$ cat src/lc3b_isa_pkg.sv
package lc3b_isa_pkg;

    localparam int WORD_W = 16;

    typedef logic [WORD_W-1:0] lc3b_word;
    typedef logic [2:0]        lc3b_reg;
    typedef logic [2:0]        lc3b_nzp;

    // Subset of the LC-3b opcode map handled by this core
    typedef enum logic [3:0] {
        op_br  = 4'b0000,
        op_add = 4'b0001,
        op_and = 4'b0101,
        op_ldr = 4'b0110,
        op_str = 4'b0111,
        op_not = 4'b1001
    } lc3b_opcode;

    typedef enum logic [1:0] {
        alu_add  = 2'b00,
        alu_and  = 2'b01,
        alu_not  = 2'b10,
        alu_pass = 2'b11    // Operand A straight through
    } lc3b_aluop;

    // Opcode field
    localparam int OPCODE_MSB = 15;
    localparam int OPCODE_LSB = 12;

    // DR, SR for STR, or nzp for BR
    localparam int DR_MSB = 11;
    localparam int DR_LSB = 9;

    // SR1 or BaseR
    localparam int SR1_MSB = 8;
    localparam int SR1_LSB = 6;

    localparam int IMM_FLAG_BIT = 5;    // Set selects imm5 form

    localparam int SR2_MSB = 2;
    localparam int SR2_LSB = 0;

    // Offsets all start at bit 0 and overlap
    localparam int IMM5_W    = 5;
    localparam int OFFSET6_W = 6;
    localparam int OFFSET9_W = 9;

endpackage

$ cat src/lc3b_pipe_pkg.sv
package lc3b_pipe_pkg;

    // Operand source selects for the execute stage
    localparam logic [1:0] FWD_REG = 2'b00;
    localparam logic [1:0] FWD_MEM = 2'b01;
    localparam logic [1:0] FWD_WB  = 2'b10;

    typedef struct packed {
        lc3b_isa_pkg::lc3b_aluop aluop;
        logic                    use_imm;       // ALU B from imm5
        logic                    load_regfile;
        logic                    load_cc;
        logic                    mem_read;
        logic                    mem_write;
        logic                    is_br;
        logic                    valid;
    } ctrl_t;

    typedef struct packed {
        lc3b_isa_pkg::lc3b_word ir;
        lc3b_isa_pkg::lc3b_word pc_plus2;
    } if_id_t;

    typedef struct packed {
        ctrl_t                                ctrl;
        lc3b_isa_pkg::lc3b_reg                src1;
        lc3b_isa_pkg::lc3b_reg                src2;
        lc3b_isa_pkg::lc3b_word               src1_data;
        lc3b_isa_pkg::lc3b_word               src2_data;
        lc3b_isa_pkg::lc3b_reg                dest;     // nzp for BR
        logic [lc3b_isa_pkg::OFFSET9_W-1:0]   offset;   // Raw ir[8:0]
        lc3b_isa_pkg::lc3b_word               pc_plus2;
    } id_ex_t;

    typedef struct packed {
        ctrl_t                  ctrl;
        lc3b_isa_pkg::lc3b_reg  dest;
        lc3b_isa_pkg::lc3b_word alu_result;
        lc3b_isa_pkg::lc3b_word store_data;
        lc3b_isa_pkg::lc3b_word mem_addr;
        lc3b_isa_pkg::lc3b_word br_target;
    } ex_mem_t;

    typedef struct packed {
        ctrl_t                  ctrl;
        lc3b_isa_pkg::lc3b_reg  dest;
        lc3b_isa_pkg::lc3b_word wb_data;    // ALU result or load data
        lc3b_isa_pkg::lc3b_word br_target;
    } mem_wb_t;

endpackage

$ cat src/lc3b_arch_state.sv
module lc3b_arch_state (
    input  logic                   clk,
    input  logic                   i_rst_n,
    input  lc3b_isa_pkg::lc3b_reg  i_src1,
    input  lc3b_isa_pkg::lc3b_reg  i_src2,
    input  lc3b_isa_pkg::lc3b_reg  i_dest,
    input  lc3b_isa_pkg::lc3b_word i_wdata,
    input  logic                   i_load_regfile,
    input  logic                   i_load_cc,
    input  logic                   i_is_br,
    input  lc3b_isa_pkg::lc3b_nzp  i_br_nzp,
    output lc3b_isa_pkg::lc3b_word o_src1_data,
    output lc3b_isa_pkg::lc3b_word o_src2_data,
    output logic                   o_redirect
);

    lc3b_isa_pkg::lc3b_word regs [8];
    lc3b_isa_pkg::lc3b_nzp  cc;
    lc3b_isa_pkg::lc3b_nzp  gen_cc;    // CC from the writeback value

    always_ff @(posedge clk or negedge i_rst_n) begin
        if (!i_rst_n) begin
            regs <= '{default: '0};
            cc   <= '0;     // Zero CC, no branch taken
        end else begin
            if (i_load_regfile)
                regs[i_dest] <= i_wdata;
            if (i_load_cc)
                cc <= gen_cc;
        end
    end

    always_comb begin
        if (i_wdata[lc3b_isa_pkg::WORD_W-1])
            gen_cc = 3'b100;
        else if (i_wdata == '0)
            gen_cc = 3'b010;
        else
            gen_cc = 3'b001;
    end

    // Same-cycle writes pass straight to the readers in decode
    assign o_src1_data = (i_load_regfile && i_dest == i_src1) ? i_wdata : regs[i_src1];
    assign o_src2_data = (i_load_regfile && i_dest == i_src2) ? i_wdata : regs[i_src2];

    assign o_redirect = i_is_br && ((i_br_nzp & cc) != '0);

    assert property (@(posedge clk) disable iff (!i_rst_n) $onehot0(cc))
        else $error("arch_state: CC two-hot %b", cc);

endmodule

$ cat src/lc3b_core.sv
module lc3b_core #(
    parameter lc3b_isa_pkg::lc3b_word RESET_PC = 16'h0000
) (
    input  logic                   clk,
    input  logic                   i_rst_n,

    // Instruction memory
    output lc3b_isa_pkg::lc3b_word o_i_mem_addr,
    input  lc3b_isa_pkg::lc3b_word i_i_mem_rdata,

    // Data memory
    output lc3b_isa_pkg::lc3b_word o_d_mem_addr,
    output lc3b_isa_pkg::lc3b_word o_d_mem_wdata,
    output logic                   o_d_mem_read,
    output logic                   o_d_mem_write,
    input  lc3b_isa_pkg::lc3b_word i_d_mem_rdata
);

    lc3b_isa_pkg::lc3b_word pc;
    lc3b_isa_pkg::lc3b_word pc_plus2;
    logic                   id_valid;       // IF/ID slot holds a real fetch
    logic                   redirect;

    lc3b_pipe_pkg::if_id_t  if_id_d, if_id_q;
    lc3b_pipe_pkg::id_ex_t  id_ex_d, id_ex_q;
    lc3b_pipe_pkg::ex_mem_t ex_mem_d, ex_mem_q;
    lc3b_pipe_pkg::mem_wb_t mem_wb_d, mem_wb_q;

    lc3b_pipe_pkg::ctrl_t   dec_ctrl;
    lc3b_isa_pkg::lc3b_reg  dec_src1, dec_src2, dec_dest;
    lc3b_isa_pkg::lc3b_word src1_data, src2_data;

    logic [1:0]             fwd_a_sel, fwd_b_sel;
    lc3b_isa_pkg::lc3b_word fwd_mem;
    logic                   mem_op_ok;

    // Fetch
    assign pc_plus2     = pc + 16'd2;
    assign o_i_mem_addr = pc;

    always_ff @(posedge clk or negedge i_rst_n) begin
        if (!i_rst_n) begin
            pc       <= RESET_PC;
            id_valid <= 1'b0;
        end else begin
            pc       <= redirect ? mem_wb_q.br_target : pc_plus2;
            id_valid <= ~redirect;  // Fetch under a taken branch is dropped
        end
    end

    assign if_id_d = '{ir: i_i_mem_rdata, pc_plus2: pc_plus2};

    lc3b_pipe_reg #(.payload_t(lc3b_pipe_pkg::if_id_t)) u_if_id (
        .clk, .i_rst_n, .i_clear(redirect), .i_d(if_id_d), .o_q(if_id_q)
    );

    // Decode
    lc3b_decode u_decode (
        .i_ir(if_id_q.ir), .i_valid(id_valid),
        .o_ctrl(dec_ctrl), .o_src1(dec_src1), .o_src2(dec_src2), .o_dest(dec_dest)
    );

    lc3b_arch_state u_arch_state (
        .clk, .i_rst_n,
        .i_src1(dec_src1), .i_src2(dec_src2),
        .i_dest(mem_wb_q.dest), .i_wdata(mem_wb_q.wb_data),
        .i_load_regfile(mem_wb_q.ctrl.load_regfile), .i_load_cc(mem_wb_q.ctrl.load_cc),
        .i_is_br(mem_wb_q.ctrl.is_br), .i_br_nzp(mem_wb_q.dest),
        .o_src1_data(src1_data), .o_src2_data(src2_data), .o_redirect(redirect)
    );

    always_comb begin
        id_ex_d.ctrl      = dec_ctrl;
        id_ex_d.src1      = dec_src1;
        id_ex_d.src2      = dec_src2;
        id_ex_d.src1_data = src1_data;
        id_ex_d.src2_data = src2_data;
        id_ex_d.dest      = dec_dest;
        id_ex_d.offset    = if_id_q.ir[lc3b_isa_pkg::OFFSET9_W-1:0];
        id_ex_d.pc_plus2  = if_id_q.pc_plus2;
    end

    lc3b_pipe_reg #(.payload_t(lc3b_pipe_pkg::id_ex_t)) u_id_ex (
        .clk, .i_rst_n, .i_clear(redirect), .i_d(id_ex_d), .o_q(id_ex_q)
    );

    // Execute
    lc3b_forward u_forward (
        .i_src1_ex(id_ex_q.src1), .i_src2_ex(id_ex_q.src2),
        .i_dest_mem(ex_mem_q.dest), .i_dest_wb(mem_wb_q.dest),
        .i_load_regfile_mem(ex_mem_q.ctrl.load_regfile),
        .i_load_regfile_wb(mem_wb_q.ctrl.load_regfile),
        .o_fwd_a_sel(fwd_a_sel), .o_fwd_b_sel(fwd_b_sel)
    );

    lc3b_execute u_execute (
        .i_stage(id_ex_q), .i_fwd_a_sel(fwd_a_sel), .i_fwd_b_sel(fwd_b_sel),
        .i_fwd_mem(fwd_mem), .i_fwd_wb(mem_wb_q.wb_data), .o_result(ex_mem_d)
    );

    lc3b_pipe_reg #(.payload_t(lc3b_pipe_pkg::ex_mem_t)) u_ex_mem (
        .clk, .i_rst_n, .i_clear(redirect), .i_d(ex_mem_d), .o_q(ex_mem_q)
    );

    // Load data is ready in the same cycle
    assign fwd_mem = ex_mem_q.ctrl.mem_read ? i_d_mem_rdata : ex_mem_q.alu_result;

    assign mem_op_ok     = ex_mem_q.ctrl.valid & ~redirect;    // Older branch squashes it
    assign o_d_mem_addr  = ex_mem_q.mem_addr;
    assign o_d_mem_wdata = ex_mem_q.store_data;
    assign o_d_mem_read  = ex_mem_q.ctrl.mem_read & mem_op_ok;
    assign o_d_mem_write = ex_mem_q.ctrl.mem_write & mem_op_ok;

    assign mem_wb_d = '{ctrl: ex_mem_q.ctrl, dest: ex_mem_q.dest,
                        wb_data: fwd_mem, br_target: ex_mem_q.br_target};

    lc3b_pipe_reg #(.payload_t(lc3b_pipe_pkg::mem_wb_t)) u_mem_wb (
        .clk, .i_rst_n, .i_clear(redirect), .i_d(mem_wb_d), .o_q(mem_wb_q)
    );

endmodule

$ cat src/lc3b_decode.sv
module lc3b_decode (
    input  lc3b_isa_pkg::lc3b_word i_ir,
    input  logic                   i_valid,
    output lc3b_pipe_pkg::ctrl_t   o_ctrl,
    output lc3b_isa_pkg::lc3b_reg  o_src1,
    output lc3b_isa_pkg::lc3b_reg  o_src2,
    output lc3b_isa_pkg::lc3b_reg  o_dest
);

    lc3b_isa_pkg::lc3b_opcode opcode;

    assign opcode = lc3b_isa_pkg::lc3b_opcode'(
        i_ir[lc3b_isa_pkg::OPCODE_MSB:lc3b_isa_pkg::OPCODE_LSB]);

    assign o_src1 = i_ir[lc3b_isa_pkg::SR1_MSB:lc3b_isa_pkg::SR1_LSB];
    assign o_dest = i_ir[lc3b_isa_pkg::DR_MSB:lc3b_isa_pkg::DR_LSB];

    // STR reads its source register from the DR field
    assign o_src2 = (opcode == lc3b_isa_pkg::op_str) ?
                    i_ir[lc3b_isa_pkg::DR_MSB:lc3b_isa_pkg::DR_LSB] :
                    i_ir[lc3b_isa_pkg::SR2_MSB:lc3b_isa_pkg::SR2_LSB];

    always_comb begin
        o_ctrl = '0;
        if (i_valid) begin
            case (opcode)
                lc3b_isa_pkg::op_add, lc3b_isa_pkg::op_and: begin
                    o_ctrl.aluop        = (opcode == lc3b_isa_pkg::op_add) ?
                                          lc3b_isa_pkg::alu_add : lc3b_isa_pkg::alu_and;
                    o_ctrl.use_imm      = i_ir[lc3b_isa_pkg::IMM_FLAG_BIT];
                    o_ctrl.load_regfile = 1'b1;
                    o_ctrl.load_cc      = 1'b1;
                    o_ctrl.valid        = 1'b1;
                end
                lc3b_isa_pkg::op_not: begin
                    o_ctrl.aluop        = lc3b_isa_pkg::alu_not;
                    o_ctrl.load_regfile = 1'b1;
                    o_ctrl.load_cc      = 1'b1;
                    o_ctrl.valid        = 1'b1;
                end
                lc3b_isa_pkg::op_ldr: begin
                    o_ctrl.aluop        = lc3b_isa_pkg::alu_pass;
                    o_ctrl.mem_read     = 1'b1;
                    o_ctrl.load_regfile = 1'b1;
                    o_ctrl.load_cc      = 1'b1;
                    o_ctrl.valid        = 1'b1;
                end
                lc3b_isa_pkg::op_str: begin
                    o_ctrl.aluop     = lc3b_isa_pkg::alu_pass;
                    o_ctrl.mem_write = 1'b1;
                    o_ctrl.valid     = 1'b1;
                end
                lc3b_isa_pkg::op_br: begin
                    o_ctrl.aluop = lc3b_isa_pkg::alu_pass;
                    o_ctrl.is_br = 1'b1;
                    o_ctrl.valid = 1'b1;
                end
                default: o_ctrl = '0;   // Unknown opcode, bubble
            endcase
        end
    end

    always_comb begin
        if (o_ctrl.valid) begin
            assert (!(o_ctrl.mem_read && o_ctrl.mem_write))
                else $error("decode: both mem_read and mem_write for ir %h", i_ir);
        end
    end

endmodule

$ cat src/lc3b_execute.sv
module lc3b_execute (
    input  lc3b_pipe_pkg::id_ex_t  i_stage,
    input  logic [1:0]             i_fwd_a_sel,
    input  logic [1:0]             i_fwd_b_sel,
    input  lc3b_isa_pkg::lc3b_word i_fwd_mem,
    input  lc3b_isa_pkg::lc3b_word i_fwd_wb,
    output lc3b_pipe_pkg::ex_mem_t o_result
);

    localparam int W   = lc3b_isa_pkg::WORD_W;
    localparam int I5  = lc3b_isa_pkg::IMM5_W;
    localparam int O6  = lc3b_isa_pkg::OFFSET6_W;
    localparam int O9  = lc3b_isa_pkg::OFFSET9_W;

    lc3b_isa_pkg::lc3b_word op_a;
    lc3b_isa_pkg::lc3b_word op_b;
    lc3b_isa_pkg::lc3b_word imm5_sext;
    lc3b_isa_pkg::lc3b_word off6_sext;
    lc3b_isa_pkg::lc3b_word off9_sext;
    lc3b_isa_pkg::lc3b_word alu_b;
    lc3b_isa_pkg::lc3b_word alu_out;

    function automatic lc3b_isa_pkg::lc3b_word fwd_mux(
        input logic [1:0]             sel,
        input lc3b_isa_pkg::lc3b_word reg_val,
        input lc3b_isa_pkg::lc3b_word mem_val,
        input lc3b_isa_pkg::lc3b_word wb_val
    );
        case (sel)
            lc3b_pipe_pkg::FWD_MEM: return mem_val;
            lc3b_pipe_pkg::FWD_WB:  return wb_val;
            default:                return reg_val;
        endcase
    endfunction

    assign op_a = fwd_mux(i_fwd_a_sel, i_stage.src1_data, i_fwd_mem, i_fwd_wb);
    assign op_b = fwd_mux(i_fwd_b_sel, i_stage.src2_data, i_fwd_mem, i_fwd_wb);

    // Offsets overlap in the low bits of the raw field
    assign imm5_sext = {{(W-I5){i_stage.offset[I5-1]}}, i_stage.offset[I5-1:0]};
    assign off6_sext = {{(W-O6){i_stage.offset[O6-1]}}, i_stage.offset[O6-1:0]};
    assign off9_sext = {{(W-O9){i_stage.offset[O9-1]}}, i_stage.offset[O9-1:0]};

    assign alu_b = i_stage.ctrl.use_imm ? imm5_sext : op_b;

    always_comb begin
        case (i_stage.ctrl.aluop)
            lc3b_isa_pkg::alu_add: alu_out = op_a + alu_b;
            lc3b_isa_pkg::alu_and: alu_out = op_a & alu_b;
            lc3b_isa_pkg::alu_not: alu_out = ~op_a;
            default:               alu_out = op_a;
        endcase
    end

    always_comb begin
        o_result.ctrl       = i_stage.ctrl;
        o_result.dest       = i_stage.dest;
        o_result.alu_result = alu_out;
        o_result.store_data = op_b;                         // Forwarded SR of an STR
        o_result.mem_addr   = op_a + (off6_sext << 1);      // Word offset from BaseR
        o_result.br_target  = i_stage.pc_plus2 + (off9_sext << 1);
    end

endmodule

$ cat src/lc3b_forward.sv
module lc3b_forward (
    input  lc3b_isa_pkg::lc3b_reg i_src1_ex,
    input  lc3b_isa_pkg::lc3b_reg i_src2_ex,
    input  lc3b_isa_pkg::lc3b_reg i_dest_mem,
    input  lc3b_isa_pkg::lc3b_reg i_dest_wb,
    input  logic                  i_load_regfile_mem,
    input  logic                  i_load_regfile_wb,
    output logic [1:0]            o_fwd_a_sel,
    output logic [1:0]            o_fwd_b_sel
);

    // Youngest producer wins, so memory stage before writeback
    function automatic logic [1:0] pick_src(
        input lc3b_isa_pkg::lc3b_reg src,
        input lc3b_isa_pkg::lc3b_reg dest_mem,
        input logic                  ld_mem,
        input lc3b_isa_pkg::lc3b_reg dest_wb,
        input logic                  ld_wb
    );
        if (ld_mem && dest_mem == src)
            return lc3b_pipe_pkg::FWD_MEM;
        if (ld_wb && dest_wb == src)
            return lc3b_pipe_pkg::FWD_WB;
        return lc3b_pipe_pkg::FWD_REG;
    endfunction

    assign o_fwd_a_sel = pick_src(i_src1_ex, i_dest_mem, i_load_regfile_mem,
                                  i_dest_wb, i_load_regfile_wb);
    assign o_fwd_b_sel = pick_src(i_src2_ex, i_dest_mem, i_load_regfile_mem,
                                  i_dest_wb, i_load_regfile_wb);

    always_comb begin
        assert (o_fwd_a_sel inside {lc3b_pipe_pkg::FWD_REG, lc3b_pipe_pkg::FWD_MEM,
                                    lc3b_pipe_pkg::FWD_WB} &&
                o_fwd_b_sel inside {lc3b_pipe_pkg::FWD_REG, lc3b_pipe_pkg::FWD_MEM,
                                    lc3b_pipe_pkg::FWD_WB})
            else $error("forward: unused select code a=%b b=%b", o_fwd_a_sel, o_fwd_b_sel);
    end

endmodule

$ cat src/lc3b_pipe_reg.sv
module lc3b_pipe_reg #(
    parameter type payload_t = logic
) (
    input  logic     clk,
    input  logic     i_rst_n,
    input  logic     i_clear,
    input  payload_t i_d,
    output payload_t o_q
);

    // Loads every cycle, no stalls in this pipeline
    always_ff @(posedge clk or negedge i_rst_n) begin
        if (!i_rst_n)
            o_q <= '0;
        else if (i_clear)
            o_q <= '0;  // Squash, valid drops with the rest
        else
            o_q <= i_d;
    end

endmodule
$ cat config.mk
export PLATFORM = sky130hd
export DESIGN_NAME = lc3b_core
export DESIGN_NICKNAME = d
export VERILOG_FILES = /design/src/lc3b_isa_pkg.sv /design/src/lc3b_pipe_pkg.sv /design/src/lc3b_arch_state.sv /design/src/lc3b_core.sv /design/src/lc3b_decode.sv /design/src/lc3b_execute.sv /design/src/lc3b_forward.sv /design/src/lc3b_pipe_reg.sv
export SDC_FILE = /design/constraint.sdc
export NUM_CORES = 1
export LEC_CHECK = 0
export ABC_AREA = 0
export BUFFER_PORTS_ARGS = -buffer_cell sky130_fd_sc_hd__buf_4
export CAP_MARGIN = 20
export CELL_PAD_IN_SITES_DETAIL_PLACEMENT = 1
export CELL_PAD_IN_SITES_GLOBAL_PLACEMENT = 1
export CORE_UTILIZATION = 50
export DETAILED_ROUTE_END_ITERATION = 10
export GPL_ROUTABILITY_DRIVEN = 0
export PLACE_DENSITY = 0.86
export SLEW_MARGIN = 20
export SYNTH_ARGS = -nofsm -noshare
export SYNTH_HDL_FRONTEND = slang
export SYNTH_SLANG_ARGS = --single-unit
export TNS_END_PERCENT = 1
$ cat constraint.sdc
create_clock -name clk -period 5.82 [get_ports clk]
set_clock_uncertainty 0.15 [all_clocks]
set_input_delay 0.291 -clock clk [delete_from_list [all_inputs] [get_ports clk]]
set_output_delay 0.291 -clock clk [all_outputs]
set_load 0.02 [all_outputs]
==> summary.md, run 1 <==
| Metric | Value |
|---|---|
| Status | `complete, no violations` |
| WS Path Type | `reg -> reg` |
| Final critical-path share of the clock period | `0.778` |
| Max Fclk | `221 MHz` |
| Critical R2R Launch | `u_mem_wb.o_q[32]` |
| Synthesized area | `18,800 um2` |
| CTS HTree Levels | `2` |
| CTS Sinks | `360` |
| Row Count | `70` |
| VDD IR max | `0.208 mV` |
| Setup TNS | `0 ps` |
| Clock transition at path regs | `60 ps` |
| Ys flop type | `dfrtp_1` |
| Vias/cell | `6.40` |
| Largest net degree at the start of global routing | `146` |
| Crit path capture type | `flop` |
| Clk buf depth | `3` |
| Worst Path Required | `6080 ps` |
| CTS tree | `done` |
| Final WS setup | `1290 ps` |
| Slew @ Worst Pin | `1170 ps` |
| Post-synthesis cell type count | `71` |
| MaxCap Viol Count | `0` |
| Die W | `196 um` |
| Final hold violations | `0` |
| Skew-Pair Late Insertion Delay | `550 ps` |
| GRT Util Overall | `0.307` |
| Dpl ws | `1320 ps` |
| Top cell type by total area after synthesis | `dfrtp_1` |
| Final nets | `1,765` |
| Tmin final | `4530 ps` |
| Pre-antenna DRT Iters | `7` |
| Clock Tree Root | `clkbuf_16` |
| Filler instances | `3,775` |
| Die span in y | `196 um` |
| First-pass GRT wire length | `90.5 mm` |
| Max-slew violations | `0` |
| Sequential share of the synthesized area | `0.479` |
| #FFs+latches synth | `360` |
| Core ar. | `36,800 um2` |
| Drt drc | `0` |
| DR vias | `13,900` |
| Min-delay worst type | `in -> reg` |
| Vias in the first global route | `15,100` |
| Die area | `38,400 um2` |
| Critical path startpoint | `u_mem_wb.o_q[32]` |
| Startpoint Class | `flop` |
| Post-detailed-route count of antenna-violating nets | `0` |
| Syn nets | `1,739` |
| Antenna cells | `0` |
| Leak Pwr | `0.00965 uW` |
| Dpl hpwl | `33.9 mm` |
| Hold slack | `15.4 ps` |
| Slew Limit Headroom | `0.220` |
| Mapped Cells | `1,657` |
| Post-synth EDFFs | `0` |
| Pwr dens | `559 nW/um2` |
| Drt first-iter violations | `1,040` |
| Drt total wl | `58.0 mm` |
| Routed WL per cell | `26.6 um` |
| Worst Path Arrival | `4790 ps` |
| Synth area leaders | `dfrtp_1, mux2_2, mux2i_1` |
| Share of cells above drive strength 1 | `0.232` |
| RSZ-0062 raised after global routing | `no` |
| Initial Util | `0.511` |
| Port bufs | `83` |
| Share of the synthesized area in the top cell type | `0.479` |
| Area grow syn2layout | `11.8%` |
| Total CTS buffers | `40` |
| Min-delay src | `i_d_mem_rdata[10]` |
| Setup violators final | `0` |
| GRT overflow | `0` |
| Antenna violations before repair | `0` |
| Top Ports | `84` |
| Synth warn | `0` |
| Max FO, Critical Path | `16` |
| Post-synth ARST share | `1.00` |
| Syn avg cell area | `11.4 um2` |
## layout by cell type (no fill, tap or decap), types with 40 or more instances in the layout
master     instances
dfrtp_1          359
mux2_2           146
nor2_1           138
mux2i_1          125
buf_4            104
and2_1            97
a21oi_1           65
nand2_1           58
o21ai_0           48
ha_1              45
clkbuf_16         40
## state kept, by name (all words and copies together), names as in the netlist
signal             cells
u_arch_state.regs    128
u_ex_mem.o_q          72
u_id_ex.o_q           71
u_mem_wb.o_q          37
u_if_id.o_q           32
o_i_mem_addr          16
u_arch_state.cc        3
id_valid               1
## repair_timing
action | CTS | global route
setup buffers | 0 | 0
hold buffers | 20 | 0
endpoints found under the hold margin | 138 | 0
resized for setup | 0 | 0
## where the power goes
group,internal (uW),switching (uW)
sequential,3550,1030
clock,1520,1100
combinational,2070,2490
total,7150,4610
## final cells by class
class / instances / area [um2] / share of cell area
inverter: 22 / 83.8 / 0.00398
timing repair buffer: 129 / 1060 / 0.0502
clock inverter: 17 / 206 / 0.00981
sequential: 360 / 9010 / 0.428
clock buffer: 53 / 1110 / 0.0527
tap: 468 / 586 / 0.0278
multi-input combinational: 1130 / 8990 / 0.427
## Yosys cell counts, drive strengths merged (21+ instances only)
| cell | number |
|---|---|
| dfrtp | 360 |
| mux2 | 147 |
| nor2 | 138 |
| mux2i | 125 |
| and2 | 97 |
| buf | 84 |
| a21oi | 66 |
| clkbuf | 61 |
| nand2 | 59 |
| o21ai | 58 |
| nor3 | 56 |
| ha | 45 |
| a211oi | 39 |
| o22ai | 36 |
| mux4 | 32 |
| xnor2 | 31 |
| a21o | 23 |
| xor2 | 23 |
| inv | 21 |
## cell families after synthesis
group,after synthesis,share of synthesized area
muxes,304,0.193
AOI/OAI and AO/OA,285,0.0994
xor gates and xnor gates,54,0.0251
adders and majority gates,48,0.0331
DFF,360,0.479
buffers and inverters,167,0.0455
and+or+nand+nor,439,0.125
## per-stage QoR
| stage | util | power [uW] | std cells | instance area [um2] |
|---|---|---|---|---|
| floorplan | - | 7450 | 1657 | 18800 |
| global placement | 0.530 | 8420 | 2087 | 19500 |
| detailed placement | 0.530 | 8790 | 2088 | 19500 |
| CTS | 0.571 | 11600 | 2178 | 21000 |
| global route | 0.572 | 12300 | 2179 | 21000 |
| finish | 0.572 | 11800 | 2179 | 21000 |
## worst max-delay path: stages, from the launching register on
cell	delay [ps]
dfrtp_1	840
xnor2_1	160
nand4_1	120
buf_4	310
mux2i_1	250
nor2_1	60
a21oi_1	160
o21ai_0	100
ha_1	290
fa_1	480
a21o_1	200
a221oi_1	240
buf_4	190
nor3b_1	60
a211oi_1	250
xor2_1	100
a2111oi_1	420
## layer usage
layer / global-route usage / part of all wire / routed length (um)
met2: 0.524 / 0.50 / 28800
met3: 0.0474 / 0.050 / 2920
met1: 0.380 / 0.40 / 23400
met4: 0.155 / 0.050 / 2880
met5: 0 / 0 / 0
## path summary, 6_finish.rpt
check	slack (ps)	cells past startpoint	end
worst max-delay path	1290	16	u_ex_mem.o_q[60]
min in group asynchronous	280	2	o_i_mem_addr[13]
worst min register to register	300	1	u_mem_wb.o_q[1]
max in group asynchronous	3850	3	u_arch_state.regs[109]
worst min-delay path	20	3	u_mem_wb.o_q[26]
worst max register to register	1290	16	u_ex_mem.o_q[60]
Note: power is estimated with default switching activity, not from simulation.
==> inputs of run 2 (changes only) <==
clock period = 4.6 ns   (was 5.82 ns; I/O delays follow)
==> summary.md, run 2 (same netlist as run 1, synthesis figures left out) <==
| Metric | Value |
|---|---|
| Status | `complete, no violations (unchanged)` |
| Crit path capture type | `flop (unchanged)` |
| First-pass GRT wire length | `93.0 mm (was 90.5 mm)` |
| Leak Pwr | `0.00982 uW (was 0.00965 uW)` |
| CP max-delay cell | `dfrtp_1 (unchanged)` |
| Clock transition at path regs | `70 ps (was 60 ps)` |
| MaxCap Viol Count | `0 (unchanged)` |
| Total CTS buffers | `40 (unchanged)` |
| Tmin final | `4230 ps (was 4530 ps)` |
| Top Ports | `84 (unchanged)` |
| CTS Sinks | `360 (unchanged)` |
| Vias/cell | `6.41 (was 6.40)` |
| Setup violators final | `0 (unchanged)` |
| WS Path Type | `reg -> reg (unchanged)` |
| Die span in y | `196 um (unchanged)` |
| Port bufs | `83 (unchanged)` |
| Final critical-path share of the clock period | `0.919 (was 0.778)` |
| Commonest non-fill, non-tap cells in the layout | `dfrtp_1, mux2_2, nor2_1, mux2i_1, buf_4 (unchanged)` |
| Max reg flops | `128 (unchanged)` |
| Worst Path Arrival | `4560 ps (was 4790 ps)` |
| Max Fclk | `237 MHz (was 221 MHz)` |
| GRT Util Overall | `0.315 (was 0.307)` |
| Final hold violations | `0 (unchanged)` |
| Startpoint Class | `flop (unchanged)` |
| Die W | `196 um (unchanged)` |
| Drt first-iter violations | `1,123 (was 1,040)` |
| Routed WL per cell | `26.7 um (was 26.6 um)` |
| Die area | `38,400 um2 (unchanged)` |
| Post_cts resized | `0 (unchanged)` |
| Largest Register | `u_arch_state.regs (unchanged)` |
| GRT overflow | `0 (unchanged)` |
| Critical R2R Launch | `u_id_ex.o_q[24] (was u_mem_wb.o_q[32])` |
| Dpl ws | `581 ps (was 1320 ps)` |
| Setup slack, reg-to-reg | `370 ps (was 1290 ps)` |
| Slew @ Worst Pin | `1140 ps (was 1170 ps)` |
| Drt drc | `0 (unchanged)` |
| Fin cells | `2,200 (was 2,179)` |
| Vias in the first global route | `15,500 (was 15,100)` |
| Hold slack | `132 ps (was 15.4 ps)` |
| Pwr dens | `714 nW/um2 (was 559 nW/um2)` |
| Dpl hpwl | `34.8 mm (was 33.9 mm)` |
| Most common cell after layout, fill and taps aside | `dfrtp_1 (unchanged)` |
| Largest net degree at the start of global routing | `125 (was 146)` |
| RSZ-0062 raised after global routing | `no (unchanged)` |
| Clock Tree Root | `clkbuf_16 (unchanged)` |
| Critical path startpoint | `u_id_ex.o_q[24] (was u_mem_wb.o_q[32])` |
| Crit-path max cell delay | `610 ps (was 840 ps)` |
| CTS tree | `done (unchanged)` |
| Skew-Pair Late Insertion Delay | `570 ps (was 550 ps)` |
| Largest regs | `u_arch_state.regs: 128 flops, u_ex_mem.o_q: 72 flops, u_id_ex.o_q: 71 flops (unchanged)` |
| Core ar. | `36,800 um2 (unchanged)` |
| Max FO, Critical Path | `15 (was 16)` |
| Final nets | `1,785 (was 1,765)` |
| Final WS setup | `374 ps (was 1290 ps)` |
| Filler instances | `3,729 (was 3,775)` |
| Pre-antenna DRT Iters | `5 (was 7)` |
| Area grow syn2layout | `13.7% (was 11.8%)` |
| CP delay by family, top | `simple AND/OR/NAND/NOR gates (was compound AO/OA/AOI/OAI gates)` |
| Drt total wl | `58.7 mm (was 58.0 mm)` |
| Share of cells above drive strength 1 | `0.237 (was 0.232)` |
| Antenna cells | `0 (unchanged)` |
| Critical path, cell by cell | `xor2_1 -> nand4bb_1 -> buf_4 -> mux2i_1 -> o21ai_0 -> ha_1 -> nand3_1 -> or2_0 -> or4b_1 -> a211o_1 -> and3_1 -> nor3_2 (was xnor2_1 -> nand4_1 -> buf_4 -> mux2i_1 -> nor2_1 -> a21oi_1 -> o21ai_0 -> ha_1 -> fa_1 -> a21o_1 -> a221oi_1 -> buf_4 -> nor3b_1 -> a211oi_1 -> xor2_1 -> a2111oi_1)` |
| DR vias | `14,100 (was 13,900)` |
| VDD IR max | `0.283 mV (was 0.208 mV)` |
| Dpl cells | `2,096 (was 2,088)` |
| Post-detailed-route count of antenna-violating nets | `0 (unchanged)` |
| Clk buf depth | `3 (unchanged)` |
| Max-slew violations | `0 (unchanged)` |
| Slew Limit Headroom | `0.242 (was 0.220)` |
| Row Count | `70 (unchanged)` |
| Worst Path Required | `4940 ps (was 6080 ps)` |
| Setup TNS | `0 ps (unchanged)` |
| Buffers & Inverters on Critical Path | `1 (was 2)` |
| Initial Util | `0.511 (unchanged)` |
| Min-delay worst type | `in -> async (was in -> reg)` |
| Antenna violations before repair | `0 (unchanged)` |
| CTS HTree Levels | `2 (unchanged)` |
## run 2: cell count changes in the layout (fill, tap and decap cells not counted), sizes merged
cell,previous run,this run
dlygate4sd3,20,33
inv,22,23
clkinv,12,9
clkbuf,53,51
bufinv,4,9
buf,109,116
## run 2: power breakdown
group          switching [uW]  internal [uW]
Clock                    1420           2270
Sequential               1260           4500
Combinational            3180           2640
Total                    5870           9410
## run 2: repair_timing
action | CTS | global route
buffers inserted | 0 | 0
endpoints found under the hold margin | 130 | 0
hold buffers | 33 | 0
## run 2: worst paths after layout
path / end / cells after the start
worst max-delay path: u_ex_mem.o_q[62] / 12
worst min-delay path: o_i_mem_addr[12] / 2
worst max register to register: u_ex_mem.o_q[62] / 12
worst min register to register: u_mem_wb.o_q[5] / 1
max in group asynchronous: u_arch_state.regs[119] / 3
min in group clk: u_if_id.o_q[18] / 3
## run 2: area by class of cell
class / instances / area (um2) / share of cell area
multi-input cells: 1130 / 8990 / 0.420
well taps: 468 / 586 / 0.0274
flip-flops and latches: 360 / 9010 / 0.421
clock buffers: 51 / 1140 / 0.0535
inverters: 22 / 83.8 / 0.00392
repair buffers: 149 / 1230 / 0.0577
clock inverters: 20 / 339 / 0.0159
## run 2: routing by layer
layer	vias up	routed length, um	track usage	share of wire
li1	5988	-	-	-
met1	7379	23300	0.390	0.40
met2	531	29600	0.535	0.50
met3	200	2960	0.0536	0.050
met4	0	2790	0.157	0.048
met5	-	0	0	0
## run 2: metrics by stage
| step | total power (uW) | area (um2) | util |
|---|---|---|---|
| floorplan | 9430 | 18800 | - |
| detailed placement | 11200 | 19600 | 0.532 |
| finish | 15300 | 21400 | 0.581 |
| CTS | 15100 | 21400 | 0.581 |
| global placement | 10700 | 19600 | 0.532 |
| global route | 16000 | 21400 | 0.581 |
==> inputs of run 3 (changes only) <==
CORE_UTILIZATION = 52   (was 50)
PLACE_DENSITY = 0.87   (was 0.86)
SYNTH_HIERARCHICAL = 1   (was not set)
==> summary.md, run 3 <==
| Metric | Value |
|---|---|
| Die span in y | `196 um (about the same)` |
| DR vias | `13,600 (was 14,100)` |
| Antenna cells | `0 (unchanged)` |
| Mapped Cells | `1,563 (was 1,657)` |
| Slew @ Worst Pin | `1050 ps (was 1140 ps)` |
| Crit-path max cell delay | `660 ps (was 610 ps)` |
| GRT Util Overall | `0.317 (was 0.315)` |
| Setup TNS | `0 ps (unchanged)` |
| Routed WL per cell | `27.9 um (was 26.7 um)` |
| Largest net degree at the start of global routing | `223 (was 125)` |
| Total CTS buffers | `42 (was 40)` |
| Met3 Resource Use GR | `0.0523 (was 0.0536)` |
| Max-slew violations | `0 (unchanged)` |
| Pre-antenna DRT Iters | `5 (unchanged)` |
| Max FO, Critical Path | `26 (was 15)` |
| Largest regs | `u_arch_state/regs: 128 flops, u_id_ex/o_q: 75 flops, u_ex_mem/o_q: 73 flops (was u_arch_state.regs: 128 flops, u_ex_mem.o_q: 72 flops, u_id_ex.o_q: 71 flops)` |
| VDD IR max | `0.289 mV (was 0.283 mV)` |
| Fin cells | `2,137 (was 2,200)` |
| CTS tree | `done (unchanged)` |
| Clock transition at path regs | `70 ps (about the same)` |
| Skew-Pair Late Insertion Delay | `570 ps (about the same)` |
| Synthesized area | `19,500 um2 (was 18,800 um2)` |
| CTS Sinks | `366 (was 360)` |
| MaxCap Viol Count | `0 (unchanged)` |
| Buffers & Inverters on Critical Path | `2 (was 1)` |
| Met1 usage | `0.394 (was 0.390)` |
| Dpl hpwl | `34.4 mm (was 34.8 mm)` |
| Largest Register | `u_arch_state/regs (was u_arch_state.regs)` |
| Final nets | `1,724 (was 1,785)` |
| Tmin final | `4460 ps (was 4230 ps)` |
| Vias in the first global route | `14,900 (was 15,500)` |
| Die W | `196 um (about the same)` |
| CP max-delay cell | `o21ai_0 (was dfrtp_1)` |
| Row Count | `70 (unchanged)` |
| Share of cells above drive strength 1 | `0.273 (was 0.237)` |
| Drt total wl | `59.6 mm (was 58.7 mm)` |
| Drt first-iter violations | `1,061 (was 1,123)` |
| Min-delay worst type | `in -> reg (was in -> async)` |
| Area grow syn2layout | `12.8% (was 13.7%)` |
| Worst Path Required | `4860 ps (was 4940 ps)` |
| Worst Path Arrival | `4720 ps (was 4560 ps)` |
| Core ar. | `36,800 um2 (unchanged)` |
| Initial Util | `0.531 (was 0.511)` |
| Antenna violations before repair | `1 (was 0)` |
| Max reg flops | `128 (unchanged)` |
| Slew Limit Headroom | `0.297 (was 0.242)` |
| Port bufs | `83 (unchanged)` |
| Post-detailed-route count of antenna-violating nets | `0 (unchanged)` |
| CP most frequent cell | `ha_1` |
| Final critical-path share of the clock period | `0.970 (was 0.919)` |
| Leak Pwr | `0.0102 uW (was 0.00982 uW)` |
| Synth warn | `6 (was 0)` |
| Final hold violations | `0 (unchanged)` |
| Max Fclk | `224 MHz (was 237 MHz)` |
| Final core utilization | `0.599 (was 0.581)` |
| Vias/cell | `6.36 (was 6.41)` |
| Top Ports | `84 (unchanged)` |
| Drt drc | `0 (unchanged)` |
| Pwr dens | `672 nW/um2 (was 714 nW/um2)` |
| Setup Buffers After CTS | `0 (unchanged)` |
| Setup violators final | `0 (unchanged)` |
| Dpl cells | `2,030 (was 2,096)` |
| Clk buf depth | `3 (unchanged)` |
| Commonest non-fill, non-tap cells in the layout | `dfrtp_1, mux2_2, nor2b_1, buf_4, mux4_1 (was dfrtp_1, mux2_2, nor2_1, mux2i_1, buf_4)` |
| Clock Tree Root | `clkbuf_16 (unchanged)` |
| Syn nets | `1,649 (was 1,739)` |
| First-pass GRT wire length | `92.4 mm (was 93.0 mm)` |
| Most common cell after layout, fill and taps aside | `dfrtp_1 (unchanged)` |
| CTS HTree Levels | `2 (unchanged)` |
| Die area | `38,300 um2 (was 38,400 um2)` |
| Crit path capture type | `flop (unchanged)` |
| Syn avg cell area | `12.5 um2 (was 11.4 um2)` |
| Status | `complete, no violations (unchanged)` |
| Filler instances | `3,586 (was 3,729)` |
| GRT overflow | `0 (unchanged)` |
| CP delay by family, top | `compound AO/OA/AOI/OAI gates (was simple AND/OR/NAND/NOR gates)` |
| Startpoint Class | `flop (unchanged)` |
| Gr busiest metal | `met2 (unchanged)` |
| Critical path, cell by cell | `xnor2_1 -> and4_4 -> inv_1 -> ha_1 -> buf_4 -> o21ai_0 -> ha_1 -> nand3_1 -> nor4_2 -> nor4b_2 -> o31ai_1 -> mux2i_1 -> a221o_1 -> nor2b_1 (was xor2_1 -> nand4bb_1 -> buf_4 -> mux2i_1 -> o21ai_0 -> ha_1 -> nand3_1 -> or2_0 -> or4b_1 -> a211o_1 -> and3_1 -> nor3_2)` |
| GR Layer Usage met2 | `0.545 (was 0.535)` |
| WS Path Type | `reg -> reg (unchanged)` |
| RSZ-0062 raised after global routing | `no (unchanged)` |
[run 3: layer usage]
metal  wire length [um]  part of all wire
met5                 12           0.00020
met3               3010             0.051
met2              30200              0.51
met1              23800              0.40
met4               2570             0.043
[run 3: path summary, 6_finish.rpt]
check                            startpoint                     to  slack, ps  cells after the start
min reg2reg                u_mem_wb/o_q[12]       o_i_mem_addr[12]        310                      1
max                        u_ex_mem/o_q[64]       u_ex_mem/o_q[61]        140                     14
min in group asynchronous           i_rst_n        o_i_mem_addr[2]        150                      2
min                        i_d_mem_rdata[0]       u_mem_wb/o_q[16]         60                      3
max reg2reg                u_ex_mem/o_q[64]       u_ex_mem/o_q[61]        140                     14
max in group asynchronous           i_rst_n  u_arch_state/regs[57]       2930                      3
[run 3: where the power goes]
| group | switching [uW] | internal [uW] |
|---|---|---|
| sequential | 1200 | 4500 |
| combinational | 2920 | 2870 |
| clock | 1420 | 1900 |
[run 3: cell type report]
type,count,area [um2],share of cell area
clock buffers,64,1260,0.0574
flip-flops and latches,366,9160,0.416
well taps,468,586,0.0266
inverters,25,93.8,0.00426
clock inverters,11,65.1,0.00295
multi-input cells,1053,9610,0.436
repair buffers,150,1250,0.0569
[run 3: what timing repair did]
| action | in CTS | in global routing |
|---|---|---|
| hold buffers | 31 | 0 |
| hold endpoints to repair | 124 | 0 |
| gates resized for setup | 0 | 4 |
| setup endpoints to repair | 0 | 11 |
[run 3: tightest hold or removal path: stages]
cell and delay, ps:
buf_4 90, mux2_2 200, nor2b_1 190
[run 3: through the flow]
| step | power (uW) | hold slack (ps) | area, um2 | setup slack, ps |
|---|---|---|---|---|
| floorplan | 9150 | -216 | 19500 | 631 |
| global placement | 10400 | 134 | 20400 | 507 |
| detailed placement | 11000 | 147 | 20400 | 285 |
| CTS | 14600 | 37.6 | 22000 | 69.8 |
| global route | 15400 | 35.5 | 22000 | 2.20 |
| finish | 14800 | 63.1 | 22000 | 136 |
